[config.mk]
export PLATFORM = sky130hd
export DESIGN_NAME = bch_codec_top
export DESIGN_NICKNAME = d
export VERILOG_FILES = /design/src/design/bch_pkg.sv /design/src/design/bch_codec_top.sv /design/src/design/bch_decoder.sv /design/src/design/bch_err_pat_dcd.sv /design/src/design/bch_syndrome.sv /design/src/design/bch_encoder.sv
export SDC_FILE = /design/constraint.sdc
export NUM_CORES = 1
export LEC_CHECK = 0
export ABC_AREA = 1
export BUFFER_PORTS_ARGS = -buffer_cell sky130_fd_sc_hd__buf_2
export CORE_MARGIN = 2
export CORE_UTILIZATION = 40
export DETAILED_ROUTE_END_ITERATION = 10
export GPL_TIMING_DRIVEN = 0
export SLEW_MARGIN = 20
export SYNTH_ARGS = -nofsm -noshare
export SYNTH_HDL_FRONTEND = slang
export SYNTH_SLANG_ARGS = --single-unit
[constraint.sdc]
create_clock -name clk -period 14.4 [get_ports clk]
set_input_delay 2.88 -clock clk [delete_from_list [all_inputs] [get_ports clk]]
set_output_delay 2.88 -clock clk [all_outputs]
set_load 0.005 [all_outputs]
[src/design/bch_pkg.sv]
// GF(32) polynomial basis with x^5+x^2+1; codeword length capped at 31 and data_width at 21

package bch_pkg;

  // ##########################################################
  // field and code constants
  // ##########################################################

  // field degree
  localparam int gf_m = 5;
  // natural length 2^m - 1
  localparam int gf_n = 31;
  // two minimal polynomials of degree 5
  localparam int parity_width = 10;
  // largest data word after shortening
  localparam int max_data_width = gf_n - parity_width;

  // low bits of x^5 + x^2 + 1
  // the x^5 term is implied by the shift out
  localparam logic [gf_m-1:0] gf_prim_low = 5'b00101;

  // g(x) = m1(x) * m3(x)
  // m1 = x^5+x^2+1 and m3 = x^5+x^4+x^3+x^2+1
  // x^10+x^9+x^8+x^6+x^5+x^3+1
  localparam logic [parity_width:0] gen_poly = 11'b111_0110_1001;

  // one field element
  typedef logic [gf_m-1:0] gf_t;

  // ##########################################################
  // shared structs
  // ##########################################################

  // syndromes of a received word
  typedef struct packed {
    gf_t s1;
    gf_t s3;
  } bch_synd_t;

  // decode outcome
  // err_cnt is 0 whenever uncorrectable is set
  typedef struct packed {
    logic [1:0] err_cnt;
    logic       uncorrectable;
  } bch_status_t;

  // ##########################################################
  // field arithmetic
  // ##########################################################

  // multiply by alpha
  // shift up and fold the x^5 term back
  function automatic gf_t gf_mul_alpha(gf_t a);
    gf_t r;
    r = {a[gf_m-2:0], 1'b0};
    if (a[gf_m-1]) begin
      r = r ^ gf_prim_low;
    end
    return r;
  endfunction

  // shift and add multiply
  function automatic gf_t gf_mul(gf_t a, gf_t b);
    gf_t acc;
    gf_t sh;
    acc = '0;
    sh  = a;
    for (int i = 0; i < gf_m; i++) begin
      if (b[i]) begin
        acc = acc ^ sh;
      end
      sh = gf_mul_alpha(sh);
    end
    return acc;
  endfunction

  function automatic gf_t gf_sq(gf_t a);
    return gf_mul(a, a);
  endfunction

  // a^-1 = a^30 = a^2 * a^4 * a^8 * a^16
  // zero maps to zero
  function automatic gf_t gf_inv(gf_t a);
    gf_t sq;
    gf_t r;
    sq = a;
    r  = gf_t'(1);
    for (int i = 1; i < gf_m; i++) begin
      sq = gf_sq(sq);
      r  = gf_mul(r, sq);
    end
    return r;
  endfunction

  // alpha^e with e reduced mod 31
  // only constant exponents in this design
  function automatic gf_t gf_pow_alpha(int unsigned e);
    gf_t         r;
    int unsigned k;
    r = gf_t'(1);
    k = e % gf_n;
    for (int unsigned i = 0; i < gf_n - 1; i++) begin
      if (i < k) begin
        r = gf_mul_alpha(r);
      end
    end
    return r;
  endfunction

endpackage
[src/design/bch_codec_top.sv]
// BCH(31,21) DEC codec shortened to data_width 1..21; encode 1 cycle, decode 2 cycles

module bch_codec_top #(
  parameter int data_width = 16
) (
  input  logic                                        clk,
  input  logic                                        arst_n,
  // encode path
  input  logic                                        enc_valid,
  input  logic [data_width-1:0]                       enc_data,
  output logic                                        enc_out_valid,
  output logic [data_width+bch_pkg::parity_width-1:0] enc_codeword,
  // decode path
  input  logic                                        dec_valid,
  input  logic [data_width+bch_pkg::parity_width-1:0] dec_codeword,
  output logic                                        dec_out_valid,
  output logic [data_width-1:0]                       dec_data,
  output bch_pkg::bch_status_t                        dec_status
);

  // shortened word must fit in 31 bits
  if (data_width < 1 || data_width > bch_pkg::max_data_width) begin : g_width_check
    $error("bch_codec_top data_width out of range 1..21");
  end

  // ##########################################################
  // independent encode and decode paths
  // ##########################################################

  bch_encoder #(
    .data_width(data_width)
  ) u_encoder (
    .clk      (clk),
    .arst_n   (arst_n),
    .in_valid (enc_valid),
    .in_data  (enc_data),
    .out_valid(enc_out_valid),
    .codeword (enc_codeword)
  );

  bch_decoder #(
    .data_width(data_width)
  ) u_decoder (
    .clk      (clk),
    .arst_n   (arst_n),
    .in_valid (dec_valid),
    .codeword (dec_codeword),
    .out_valid(dec_out_valid),
    .data     (dec_data),
    .status   (dec_status)
  );

endmodule

[src/design/bch_decoder.sv]
// two-stage DEC decoder; data_width 1..21, a word per cycle, no stall, uncorrectable passes data raw

module bch_decoder #(
  parameter int data_width = 16
) (
  input  logic                                        clk,
  input  logic                                        arst_n,
  input  logic                                        in_valid,
  input  logic [data_width+bch_pkg::parity_width-1:0] codeword,
  output logic                                        out_valid,
  output logic [data_width-1:0]                       data,
  output bch_pkg::bch_status_t                        status
);

  // stage 1 outputs
  logic                  synd_valid;
  bch_pkg::bch_synd_t    synd_q;
  logic [data_width-1:0] rx_data;

  // pattern decoder outputs
  logic [data_width-1:0] err_mask;
  bch_pkg::bch_status_t  pat_status;

  // ##########################################################
  // stage 1 syndromes
  // ##########################################################

  bch_syndrome #(
    .data_width(data_width)
  ) u_syndrome (
    .clk      (clk),
    .arst_n   (arst_n),
    .in_valid (in_valid),
    .codeword (codeword),
    .out_valid(synd_valid),
    .synd     (synd_q),
    .data     (rx_data)
  );

  // mask from registered syndromes
  bch_err_pat_dcd #(
    .data_width(data_width)
  ) u_pat_dcd (
    .synd  (synd_q),
    .mask  (err_mask),
    .status(pat_status)
  );

  // ##########################################################
  // stage 2 correction
  // ##########################################################

  // flip marked data bits
  always_ff @(posedge clk or negedge arst_n) begin
    if (!arst_n) begin
      out_valid <= 1'b0;
      data      <= '0;
      status    <= '0;
    end else begin
      out_valid <= synd_valid;
      if (synd_valid) begin
        data   <= rx_data ^ err_mask;
        status <= pat_status;
      end
    end
  end

  // uncorrectable words leave the decoder untouched
  a_no_fix_on_fail : assert property (
    @(posedge clk) disable iff (!arst_n)
    synd_valid |-> (!pat_status.uncorrectable || (err_mask == '0))
  );

  // parity hits drop out of the mask so it can only be smaller
  a_mask_weight : assert property (
    @(posedge clk) disable iff (!arst_n)
    synd_valid |-> ($countones(err_mask) <= int'(pat_status.err_cnt))
  );

endmodule

[src/design/bch_err_pat_dcd.sv]
// combinational DEC pattern decoder for GF(32); data_width 1..21, mask covers data bits only

module bch_err_pat_dcd #(
  parameter int data_width = 16
) (
  input  bch_pkg::bch_synd_t    synd,
  output logic [data_width-1:0] mask,
  output bch_pkg::bch_status_t  status
);

  localparam int n_len = data_width + bch_pkg::parity_width;
  localparam int p_w   = bch_pkg::parity_width;

  // syndrome terms
  bch_pkg::gf_t s1_sq;
  bch_pkg::gf_t s1_cu;
  bch_pkg::gf_t sigma2;
  logic         s1_zero;
  logic         s3_zero;

  // per-position results over the shortened word
  logic [n_len-1:0] single_hit;
  logic [n_len-1:0] root_hit;
  logic [5:0]       root_cnt;

  // ##########################################################
  // locator coefficients
  // ##########################################################

  assign s1_zero = (synd.s1 == '0);
  assign s3_zero = (synd.s3 == '0);

  assign s1_sq = bch_pkg::gf_sq(synd.s1);
  // one error gives s3 = s1^3
  assign s1_cu = bch_pkg::gf_mul(s1_sq, synd.s1);

  // product of the two locators
  // X1*X2 = s1^2 + s3/s1
  assign sigma2 = s1_sq ^ bch_pkg::gf_mul(synd.s3, bch_pkg::gf_inv(synd.s1));

  // ##########################################################
  // parallel position tests
  // ##########################################################

  // locator z^2 + s1*z + sigma2 at z = alpha^j
  // alpha^j and alpha^2j are constants per position
  for (genvar j = 0; j < n_len; j++) begin : g_pos
    localparam bch_pkg::gf_t alpha_j  = bch_pkg::gf_pow_alpha(j);
    localparam bch_pkg::gf_t alpha_2j = bch_pkg::gf_pow_alpha(2 * j);

    // single error locator equals s1
    assign single_hit[j] = (synd.s1 == alpha_j);

    assign root_hit[j] = ((alpha_2j ^ bch_pkg::gf_mul(synd.s1, alpha_j) ^ sigma2) == '0);
  end

  // roots outside the shortened length are never counted
  assign root_cnt = 6'($countones(root_hit));

  // ##########################################################
  // decision
  // ##########################################################

  always_comb begin
    mask   = '0;
    status = '0;
    if (s1_zero) begin
      // clean word when s3 is also zero
      // s3 alone cannot come from one or two errors
      status.uncorrectable = !s3_zero;
    end else if (synd.s3 == s1_cu) begin
      // one error
      // a hit in parity leaves the data as is
      status.err_cnt = 2'd1;
      mask           = single_hit[n_len-1:p_w];
    end else if (root_cnt == 6'd2) begin
      status.err_cnt = 2'd2;
      // upper slice only, as with the full-length mask bus
      mask           = root_hit[n_len-1:p_w];
    end else begin
      // too many errors or roots off the shortened word
      status.uncorrectable = 1'b1;
    end
  end

endmodule

[src/design/bch_syndrome.sv]
// S1 and S3 of a shortened codeword; data_width must be 1..21, result registered one cycle

module bch_syndrome #(
  parameter int data_width = 16
) (
  input  logic                                        clk,
  input  logic                                        arst_n,
  input  logic                                        in_valid,
  input  logic [data_width+bch_pkg::parity_width-1:0] codeword,
  output logic                                        out_valid,
  output bch_pkg::bch_synd_t                          synd,
  output logic [data_width-1:0]                       data
);

  // shortened length
  localparam int n_len = data_width + bch_pkg::parity_width;

  // next syndromes
  bch_pkg::bch_synd_t synd_d;

  // ##########################################################
  // syndrome sums
  // ##########################################################

  // r(alpha) and r(alpha^3)
  // each set bit j adds alpha^j and alpha^3j
  // exponents are constants so this is an xor tree
  always_comb begin
    synd_d = '0;
    for (int j = 0; j < n_len; j++) begin
      if (codeword[j]) begin
        synd_d.s1 = synd_d.s1 ^ bch_pkg::gf_pow_alpha(j);
        // 3j wraps mod 31 inside the function
        synd_d.s3 = synd_d.s3 ^ bch_pkg::gf_pow_alpha(3 * j);
      end
    end
  end

  // ##########################################################
  // stage register
  // ##########################################################

  // data bits ride along for the correction stage
  always_ff @(posedge clk or negedge arst_n) begin
    if (!arst_n) begin
      out_valid <= 1'b0;
      synd      <= '0;
      data      <= '0;
    end else begin
      out_valid <= in_valid;
      if (in_valid) begin
        synd <= synd_d;
        // upper slice holds the data
        data <= codeword[n_len-1:bch_pkg::parity_width];
      end
    end
  end

  // a defined strobe must leave defined syndromes behind it
  // catches X on the codeword reaching the pattern decoder
  a_synd_known : assert property (
    @(posedge clk) disable iff (!arst_n)
    !$isunknown(in_valid) |=> !$isunknown(synd)
  );

endmodule

[src/design/bch_encoder.sv]
// systematic encoder; data_width must be 1..21, parity on bits 9:0, one word per cycle

module bch_encoder #(
  parameter int data_width = 16
) (
  input  logic                                        clk,
  input  logic                                        arst_n,
  input  logic                                        in_valid,
  input  logic [data_width-1:0]                       in_data,
  output logic                                        out_valid,
  output logic [data_width+bch_pkg::parity_width-1:0] codeword
);

  localparam int p_w = bch_pkg::parity_width;

  // remainder of d(x) * x^10 mod g(x)
  logic [p_w-1:0] parity;

  // syndromes of the registered word
  bch_pkg::bch_synd_t cw_synd;

  // ##########################################################
  // unrolled division
  // ##########################################################

  // same as a serial LFSR, one step per data bit
  // data MSB enters first
  always_comb begin
    parity = '0;
    for (int i = data_width - 1; i >= 0; i--) begin
      // feedback is incoming bit against the top remainder bit
      if (in_data[i] ^ parity[p_w-1]) begin
        parity = {parity[p_w-2:0], 1'b0} ^ bch_pkg::gen_poly[p_w-1:0];
      end else begin
        parity = {parity[p_w-2:0], 1'b0};
      end
    end
  end

  // ##########################################################
  // output register
  // ##########################################################

  always_ff @(posedge clk or negedge arst_n) begin
    if (!arst_n) begin
      out_valid <= 1'b0;
      codeword  <= '0;
    end else begin
      out_valid <= in_valid;
      // hold last word between strobes
      if (in_valid) begin
        codeword <= {in_data, parity};
      end
    end
  end

  // r(alpha) and r(alpha^3) of the word on the output
  always_comb begin
    cw_synd = '0;
    for (int j = 0; j < data_width + p_w; j++) begin
      if (codeword[j]) begin
        cw_synd.s1 = cw_synd.s1 ^ bch_pkg::gf_pow_alpha(j);
        cw_synd.s3 = cw_synd.s3 ^ bch_pkg::gf_pow_alpha(3 * j);
      end
    end
  end

  // alpha and alpha^3 are roots of g(x)
  // so every encoded word has zero syndromes
  a_enc_codeword : assert property (
    @(posedge clk) disable iff (!arst_n)
    out_valid |-> (cw_synd == '0)
  );

endmodule

# Word-level counts from Yosys, hierarchy flattened
# Cells that the tools add are included.
classes:
  n_eq_ne: 18
  n_addsub: 25
  bitwise_logic: 664
  n_mux: 1028
  n_reduce_logical: 29
op_table:
  columns: ["operator", "n"]
  rows:
  - ["5-bit two-way mux", 506]
  - ["3-bit two-way mux", 468]
  - ["2-bit inverter", 475]
  - ["5-bit bitwise XOR", 135]
  - ["10-bit two-way mux", 41]
  - ["5-bit logical NOT", 28]
  - ["6-bit inverter", 15]
  - ["5-bit == test (second input constant)", 10]
  - ["16-bit two-way mux", 3]
  - ["1-bit by 1-bit adder with 2-bit output", 13]
  - ["3-bit inverter", 8]
  - ["2-bit by 2-bit adder with 3-bit output", 6]
  - ["4-bit inverter", 4]
  - ["16-bit bitwise XOR", 1]
  - ["5-bit by 4-bit == test with 1-bit output (second input constant)", 3]
  - ["1-bit bitwise XOR", 15]
  - ["3-bit by 3-bit adder with 4-bit output", 3]
  - ["5-bit by 3-bit == test with 1-bit output (second input constant)", 2]
  - ["2-bit two-way mux", 4]
  - ["5-bit by 5-bit adder with 6-bit output", 1]
  - ["6-bit by 2-bit == test with 1-bit output (second input constant)", 1]
  - ["6-bit two-way mux", 1]
  - ["4-bit by 2-bit adder with 5-bit output", 1]
  - ["4-bit by 4-bit adder with 5-bit output", 1]
  - ["other kinds (9)", 19]
word_totals:
  inputBits: 46
  wordCells: 1774
  output_inout_bits: 47
  reg_bits: 74

# Logic depth before layout (Yosys ltp)
# Gate-level depths: netlist (run 1).
logic_depth:
  word_depth: 120
  ltp_mapped: 81
  mapped_depth_nobuf: 77

# Hierarchy
# A second synthesis (run 1) with hierarchy kept.
hier_totals:
  cells_unflattened: 2156
  area_unflattened_um2: 12971.2
by_module_without_submodules:
  columns: ["mod", "seq_area_each_um2", "cells_each", "area_per_inst_um2", "instances"]
  rows:
  - ["bch_err_pat_dcd", 0.0, 1284, 7244.4, 1]
  - ["bch_syndrome", 675.6, 421, 2571.2, 1]
  - ["bch_encoder", 675.6, 306, 2138.3, 1]
  - ["bch_decoder", 500.5, 145, 1017.2, 1]

# Least setup slack after synthesis (run 1)
# Ideal clock, no wire load.
synth_path:
  path_type: "register to register"
  start: "register u_decoder.u_syndrome.synd[5] (netlist name)"
  end: "register u_decoder.data[15]"
  path_stages_with_launch: 74
  arrival_ps: 11129
  n_path_buf: 6
  setup_time_ps: 117
  period_less_slack_ps: 11246
  required_ps: 14283
  path_slack_ps: 3154
  cell_sequence: "dfrtp_1 -> ha_1 -> buf_4 -> nand2_1 -> nand3b_1 -> nand2_2 -> inv_2 -> ha_1 -> buf_2 -> inv_1 -> nor2_1 -> nand2_1 -> nand2_1 -> nand3_2 -> nand2_4 -> inv_2 -> buf_6 -> ha_1 -> [... 38 more ...] -> fa_1 -> inv_1 -> fa_1 -> fa_1 -> fa_1 -> fa_1 -> ha_1 -> inv_1 -> fa_1 -> nor4_1 -> or3b_2 -> nor3_1 -> buf_2 -> nand4_1 -> nand2_1 -> nand2_1 -> nand3_1 -> nand2_1"
synth_via:
  elab_chain_cells: 67
  word_cells_on_any_way: 265
  classes_between: "add/sub (25); eq/ne (3); mux (79); bitwise (131); reduce/logical (27)"
synth_rtl:
  columns: ["item", "line_no", "text"]
  rows:
  - ["5-bit two-way mux", "bch_pkg.sv:69", "if (b[i]) begin"]
  - ["5-bit bitwise XOR", "bch_pkg.sv:70", "acc = acc ^ sh;"]
  - ["5-bit two-way mux", "bch_pkg.sv:69", null]
  - ["5-bit bitwise XOR", "bch_pkg.sv:70", null]
  - ["5-bit two-way mux", "bch_pkg.sv:69", null]
  - ["5-bit bitwise XOR", "bch_pkg.sv:70", null]
  - ["5-bit two-way mux", "bch_pkg.sv:69", null]
  - ["5-bit bitwise XOR", "bch_pkg.sv:70", null]
  - ["[... 51 more ...]", null, null]
  - ["3-bit by 3-bit adder with 4-bit output (not written as such)", "bch_err_pat_dcd.sv:58", "assign root_cnt = 6'($countones(root_hit));"]
  - ["4-bit by 4-bit adder with 5-bit output (not written as such) / 4-bit by 2-bit adder with 5-bit output (equally long branches)", "bch_err_pat_dcd.sv:58", null]
  - ["5-bit by 5-bit adder with 6-bit output (not written as such)", "bch_err_pat_dcd.sv:58", null]
  - ["6-bit by 2-bit == test with 1-bit output", "bch_err_pat_dcd.sv:76", "end else if (root_cnt == 6'd2) begin"]
  - ["16-bit two-way mux", "bch_err_pat_dcd.sv:76", null]
  - ["16-bit two-way mux", "bch_err_pat_dcd.sv:71", "end else if (synd.s3 == s1_cu) begin"]
  - ["16-bit two-way mux (*)", "bch_err_pat_dcd.sv:67", "if (s1_zero) begin"]
  - ["16-bit bitwise XOR (*)", "bch_decoder.sv:62", "data <= rx_data ^ err_mask;"]
  - ["to (signal assigned)", "bch_decoder.sv:62", null]
  - ["to (decl)", "bch_decoder.sv:11", "output logic [data_width-1:0] data,"]
# Mark *: on every way between the ends. The rest lies on a longest branch, timed or not.
# A chain may end at the register's enable or synchronous reset.

# Final worst setup path (run 1)
layout_path:
  start: "register u_decoder.u_syndrome.synd[5] (netlist name)"
  end: "register u_decoder.data[15]"
layout_via:
  elab_chain_cells: 67
  word_cells_on_any_way: 265
  classes_between: "add/sub (25); eq/ne (3); mux (79); bitwise (131); reduce/logical (27)"
layout_rtl:
  columns: ["item", "line_no"]
  rows:
  - ["5-bit two-way mux", "bch_pkg.sv:69"]
  - ["5-bit bitwise XOR", "bch_pkg.sv:70"]
  - ["5-bit two-way mux", "bch_pkg.sv:69"]
  - ["5-bit bitwise XOR", "bch_pkg.sv:70"]
  - ["5-bit two-way mux", "bch_pkg.sv:69"]
  - ["5-bit bitwise XOR", "bch_pkg.sv:70"]
  - ["5-bit two-way mux", "bch_pkg.sv:69"]
  - ["5-bit bitwise XOR", "bch_pkg.sv:70"]
  - ["[... 51 more ...]", null]
  - ["3-bit by 3-bit adder with 4-bit output (not written as such)", "bch_err_pat_dcd.sv:58"]
  - ["4-bit by 4-bit adder with 5-bit output (not written as such) / 4-bit by 2-bit adder with 5-bit output (equally long branches)", "bch_err_pat_dcd.sv:58"]
  - ["5-bit by 5-bit adder with 6-bit output (not written as such)", "bch_err_pat_dcd.sv:58"]
  - ["6-bit by 2-bit == test with 1-bit output", "bch_err_pat_dcd.sv:76"]
  - ["16-bit two-way mux", "bch_err_pat_dcd.sv:76"]
  - ["16-bit two-way mux", "bch_err_pat_dcd.sv:71"]
  - ["16-bit two-way mux (*)", "bch_err_pat_dcd.sv:67"]
  - ["16-bit bitwise XOR (*)", "bch_decoder.sv:62"]
# Marked as above.

==> qor.csv, run 1 <==
stage,metric,value,unit
critical_path,critPathRequiredTime,14.61,ns
routing,routedWlPerCell,15.0,um
critical_path,critPathMaxStageDelay,0.59,ns
clocking,cts_tree,done,
final_layout,final_net_count,1920,
critical_path,critPathSlowestCell,or3b_2,
global_route,grt_pass1_vias,10100,
critical_path,crit_family,simple AND/OR/NAND/NOR gates,
logic_synthesis,synth-seq-area-share,16.3,%
logic_synthesis,synth_cells,1743,
routing,drt_wl_total,33.3,mm
final_layout,areaGrowthSynthToFinish,10.8,%
clocking,cts_buffers,9,
routing,drc,0,
floorplan,dieHeight,172,um
logic_synthesis,synth.area.top_cells,"nand2_1 (19%), dfrtp_1 (16%), xor2_1 (15%)",
clocking,clk_latency,0.33,ns
timing,setup_slack,1.22,ns
timing,worst_slew_pin_slew,0.863,ns
min_path,worstHoldPathType,reg2reg,
floorplan,fp.dieW,172,um
global_route,grt_pass1_wl,53.7,mm
clocking,clockRootBuffer,clkbuf_16,
final_layout,final_area,0.0126,mm2
final_layout,fillCellCount,2976,
critical_path,end_kind,register,
place,dp_worst_setup_slack,0.460,ns
place,gp_congestion,0.975,
global_route,grt_overflow,0,
critical_path,crit_buf_inv,14,
flow_run,max-cap-violations,0,
logic_synthesis,synth_top_area_share,18.8,%
critical_path,r2r_slack,1.22,ns
logic_synthesis,synth.yosys.warnings,0,
routing,viasPerCell,4.96,
timing,rsz0062_at_grt,false,
global_route,antenna_found_initial,0,
timing,finalSetupViolCount,0,
logic_synthesis,yosys.area.top_type,nand2_1,
clocking,htreeDepth,3,
timing,skew,0.00554,ns
critical_path,arrival,13.40,ns
floorplan,ioPinCount,93,
logic_synthesis,synth_cell_types,47,
critical_path,crit_path_max_fanout,10,
timing,fin_setup_tns,0,ns
floorplan,die_area,0.0297,mm2
floorplan,fp-row-count,61,
outcome,outcome,completed,
clocking,cts_buffer_depth,2,
place,port_buffers,79,
routing,drt_iter0_drc,787,
routing,num_vias,11000,
timing,slew_headroom,42.1,%
final_layout,drive_above_1_share,15.6,%
critical_path,start_kind,register,
routing,drt_first_pass_iters,7,
routing,ant_nets,0,
clocking,cts-hold-fix-buffers,0,
final_layout,diodes,0,
global_route,grt_max_degree,56,
critical_path,path_common_cell,nand2_1,
floorplan,initial_core_util,40.8,%
place,place_area,0.0123,mm2
timing,hold_viol_final,0,
timing,final-max-slew-violation-count,0,
floorplan,design.core.area,0.0279,mm2
clocking,clock-sinks,74,
timing,timing.final.crit_share,91.6,%
timing,period_needed,13.18,ns
timing,fmax,75.8,MHz
critical_path,crit_type,reg2reg,
clocking,cts.reportedPaths.clkPinSlew,0.06,ns
global_route,track_usage,22.9,%
logic_synthesis,syn-num-nets,1830,
place,hpwl,26.7,mm
logic_synthesis,synth_area,0.0114,mm2
logic_synthesis,synth_area_per_cell,6.51,um2
logic_synthesis,ys_seq_elements,74,
-- cells in the final DEF (no fill, tap or decap), drive strengths merged, types with 2 or more instances in the layout --
| master | count |
|---|---|
| a21oi | 12 |
| a31oi | 2 |
| buf | 118 |
| bufinv | 2 |
| clkbuf | 38 |
| clkinv | 4 |
| dfrtp | 74 |
| fa | 18 |
| ha | 23 |
| inv | 206 |
| nand2 | 647 |
| nand3 | 199 |
| nand3b | 4 |
| nand4 | 25 |
| nor2 | 76 |
| nor3 | 10 |
| nor4 | 5 |
| o21ai | 56 |
| xnor2 | 116 |
| xor2 | 194 |
-- cells by family (layout without fill, tap and decap cells) --
family / count (synthesis) / after routing / synth area share (%)
and+or+nand+nor: 971 / 971 / 39.6
buffers and inverters: 273 / 368 / 10.5
adders and majority gates: 41 / 41 / 5.71
DFF: 74 / 74 / 16.3
AOI/OAI and AO/OA: 74 / 74 / 3.49
xor gates and xnor gates: 310 / 310 / 24.3
-- registers in the layout, indices dropped and copies added (netlist names) --
register                        cells
u_decoder.u_syndrome.out_valid      1
u_decoder.data                     16
u_decoder.u_syndrome.synd          10
u_decoder.status                    3
u_encoder.codeword                 26
u_decoder.u_syndrome.data          16
u_decoder.out_valid                 1
u_encoder.out_valid                 1
-- metrics by stage --
stage	util, %	hold slack, ns	instances
floorplan	-	0.376	1743
global placement	43.9	0.401	2200
detailed placement	44.0	0.394	2201
CTS	45.1	0.421	2217
global route	45.1	0.460	2216
finish	45.1	0.422	2216
-- area by class of cell --
| class | instances | area, um2 | share of cell area, % |
|---|---|---|---|
| Buffer | 66 | 412 | 3.27 |
| Sequential cell | 74 | 1850 | 14.7 |
| Timing Repair Buffer | 80 | 425 | 3.38 |
| Tap cell | 378 | 473 | 3.76 |
| Inverter | 206 | 781 | 6.21 |
| Multi-Input combinational cell | 1396 | 8320 | 66.1 |
| Clock inverter | 6 | 87.6 | 0.697 |
| Clock buffer | 10 | 229 | 1.82 |
-- cell usage after synthesis, drive strengths merged --
master  count
a21boi      1
a21oi      12
a31o        1
a31oi       2
and2        1
and3        1
buf        38
clkbuf     29
clkinv      2
dfrtp      74
fa         18
ha         23
inv       204
nand2     647
nand3     199
nand3b      4
nand4      25
nor2       76
nor2b       1
nor3       10
nor4        5
o21ai      56
o31ai       1
o41ai       1
or2         1
or3b        1
xnor2     116
xor2      194
-- worst paths after layout --
| check | start | end | depth (start not counted) |
|---|---|---|---|
| max | u_decoder.u_syndrome.synd[5] | u_decoder.data[15] | 71 |
| min | u_decoder.u_syndrome.out_valid | u_decoder.out_valid | 0 |
| max reg2reg | u_decoder.u_syndrome.synd[5] | u_decoder.data[15] | 71 |
| min reg2reg | u_decoder.u_syndrome.out_valid | u_decoder.out_valid | 0 |
| max in group asynchronous | arst_n | u_decoder.u_syndrome.data[6] | 2 |
| min in group asynchronous | arst_n | u_encoder.codeword[20] | 1 |
-- what timing repair did --
action	CTS	global route
buffers inserted	0	0
gates resized for setup	0	2
endpoints found under the setup margin	0	16
-- layer usage --
metal  vias up  share of wire, %  global-route usage, %
li1       5560                 -                      -
met1      5061                48                   33.4
met2       332                44                   36.7
met3        39               6.2                   2.36
met4         0               1.5                   4.71
met5         -                 0                      0
Power of run 1 is left out: the tool's default activity adds up to more than one toggle a clock period on the data nets, which glitch-free logic cannot reach.
==> run 2, diff against run 1 <==
Settings changed: CORE_ASPECT_RATIO set to 1.25.
==> run 2 against run 1 <==
Hold slack got worse by 0.017 ns. Final cell count fell by 1.3%. Clock-buffer cell count unchanged. Via count down 1.1%. Sequential share of layout area barely moved. Fmax fell by 0.64%. Wire length decreased by 1.3%. Register-to-register slack lost 0.09 ns. First-iteration DRC count is 31% lower. Cell area is 0.27% lower. Non-clock buffer count unchanged. Clock skew is essentially flat. Highest routed layer unchanged.
==> qor.csv, run 2 (synthesis gave the netlist of run 1 again) <==
stage,metric,value,unit,change
final_layout,reg_top3,"u_encoder.codeword x26, u_decoder.data x16, u_decoder.u_syndrome.data x16",,unchanged
routing,ant_nets,0,,unchanged
floorplan,fp-row-count,68,,was 61
critical_path,reg2reg_from,u_decoder.u_syndrome.synd[5],,unchanged
routing,drc,0,,unchanged
floorplan,initial_core_util,40.9,%,was 40.8%
critical_path,path_common_cell,nand2_1,,unchanged
clocking,post_cts_buffers,0,,unchanged
global_route,grt_max_degree,54,,was 56
clocking,cts.reportedPaths.clkPinSlew,0.06,ns,about the same
final_layout,drive_above_1_share,15.6,%,unchanged
clocking,cts_resized,0,,unchanged
critical_path,crit_family,simple AND/OR/NAND/NOR gates,,unchanged
timing,timing.final.crit_share,92.2,%,was 91.6%
min_path,min_path_cells,0,,unchanged
routing,viasPerCell,4.97,,was 4.96
critical_path,crit_buf_inv,15,,was 14
min_path,min_from,u_decoder.u_syndrome.out_valid,,unchanged
critical_path,crit_path_max_fanout,10,,unchanged
clocking,cts_tree,done,,unchanged
clocking,cts-hold-fix-buffers,0,,unchanged
global_route,track_usage,22.5,%,was 22.9%
timing,period_needed,13.27,ns,was 13.18 ns
final_layout,regMostFlops,u_encoder.codeword,,unchanged
timing,final-max-slew-violation-count,0,,unchanged
clocking,cts_buffers,9,,unchanged
critical_path,critPathSlowestCell,nor3_1,,was or3b_2
routing,drt_first_pass_iters,7,,unchanged
floorplan,fp.dieW,155,um,was 172 um
clocking,clk_latency,0.33,ns,about the same
timing,slew_headroom,45.2,%,was 42.1%
critical_path,arrival,13.48,ns,was 13.40 ns
critical_path,end_kind,register,,unchanged
place,gp_congestion,0.968,,was 0.975
place,port_buffers,79,,unchanged
critical_path,critPathRequiredTime,14.61,ns,about the same
min_path,worstHoldPathType,reg2reg,,unchanged
floorplan,design.core.area,0.0277,mm2,was 0.0279 mm2
min_path,hold_end,u_decoder.out_valid,,unchanged
timing,worst_slew_pin_slew,0.822,ns,was 0.863 ns
timing,finalSetupViolCount,0,,unchanged
critical_path,reg2reg_depth,71,,unchanged
global_route,antenna_found_initial,0,,unchanged
final_layout,final_net_count,1920,,unchanged
global_route,grt_pass1_wl,53.5,mm,was 53.7 mm
floorplan,dieHeight,192,um,was 172 um
critical_path,regToRegEndpoint,u_decoder.data[15],,unchanged
clocking,clockRootBuffer,clkbuf_16,,unchanged
final_layout,final_common_cell,nand2_1,,unchanged
clocking,cts_buffer_depth,2,,unchanged
floorplan,die_area,0.0298,mm2,was 0.0297 mm2
outcome,outcome,completed,,unchanged
routing,drt_wl_total,32.8,mm,was 33.3 mm
final_layout,diodes,0,,unchanged
clocking,clock-sinks,74,,unchanged
place,hpwl,26.4,mm,was 26.7 mm
final_layout,layout_common_cells,"nand2_1 (570), xor2_1 (188), nand3_1 (174)",,unchanged
routing,num_vias,10900,,was 11000
timing,skew,0.00593,ns,was 0.00554 ns
critical_path,start_kind,register,,unchanged
critical_path,r2r_slack,1.13,ns,was 1.22 ns
flow_run,max-cap-violations,0,,unchanged
timing,fmax,75.4,MHz,was 75.8 MHz
timing,fin_setup_tns,0,ns,unchanged
clocking,htreeDepth,3,,unchanged
routing,routedWlPerCell,15.0,um,about the same
critical_path,crit_type,reg2reg,,unchanged
critical_path,critPathMaxStageDelay,0.63,ns,was 0.59 ns
global_route,grt_overflow,0,,unchanged
timing,hold_viol_final,0,,unchanged
routing,drt_iter0_drc,544,,was 787
final_layout,areaGrowthSynthToFinish,10.5,%,was 10.8%
timing,rsz0062_at_grt,false,,unchanged
final_layout,largest_reg_flops,26,,unchanged
global_route,grt_pass1_vias,10500,,was 10100
floorplan,ioPinCount,93,,unchanged
## run 2: final cells by class
class,count,area [um2]
multi-input cells,1396,8300
flip-flops and latches,74,1850
fillers,2894,15200
plain buffers,66,412
clock inverters,6,90.1
clock buffers,10,239
well taps,350,438
repair buffers,80,425
inverters,206,781
## run 2: worst reg2reg max path: cells and delay by family (launching register included)
family	cells	cell delay [ns]
fa+ha+maj	11	4.67
flops	1	0.47
compound gates	1	0.05
xor+xnor	1	0.24
buf+inv	15	1.90
simple gates	43	5.80
## run 2: worst max-delay path by stage
stage                                 start                 end  slack [ns]  cells past startpoint
6_report       u_decoder.u_syndrome.synd[5]  u_decoder.data[15]        1.13                     71
5_1_grt        u_decoder.u_syndrome.synd[5]  u_decoder.data[15]        0.12                     69
4_1_cts        u_decoder.u_syndrome.synd[7]  u_decoder.data[15]        0.83                     70
3_5_place_dp   u_decoder.u_syndrome.synd[7]  u_decoder.data[15]        0.86                     68
3_3_place_gp   u_decoder.u_syndrome.synd[7]  u_decoder.data[15]        0.91                     70
2_1_floorplan  u_decoder.u_syndrome.synd[5]  u_decoder.data[15]        3.15                     73
## run 2: metrics by stage
stage               cell area [um2]  setup slack (ns)  utilization (%)  hold slack, ns  std cells
floorplan                     11400              3.15                -           0.376       1743
CTS                           12500             0.826             45.2           0.406       2189
global route                  12500             0.121             45.2           0.426       2188
detailed placement            12200             0.860             44.0           0.391       2173
finish                        12500              1.13             45.2           0.405       2188
global placement              12200             0.906             43.9           0.390       2172
## run 2: per-layer routing
metal	vias to the layer above	wire (um)	share of wire, %	track usage [%]
li1	5544	-	-	-
met1	5016	14400	44	28.1
met2	255	16100	49	40.5
met3	56	1410	4.3	2.13
met4	0	873	2.7	7.55
met5	-	0	0	0
Power of run 2 is left out for the same reason.
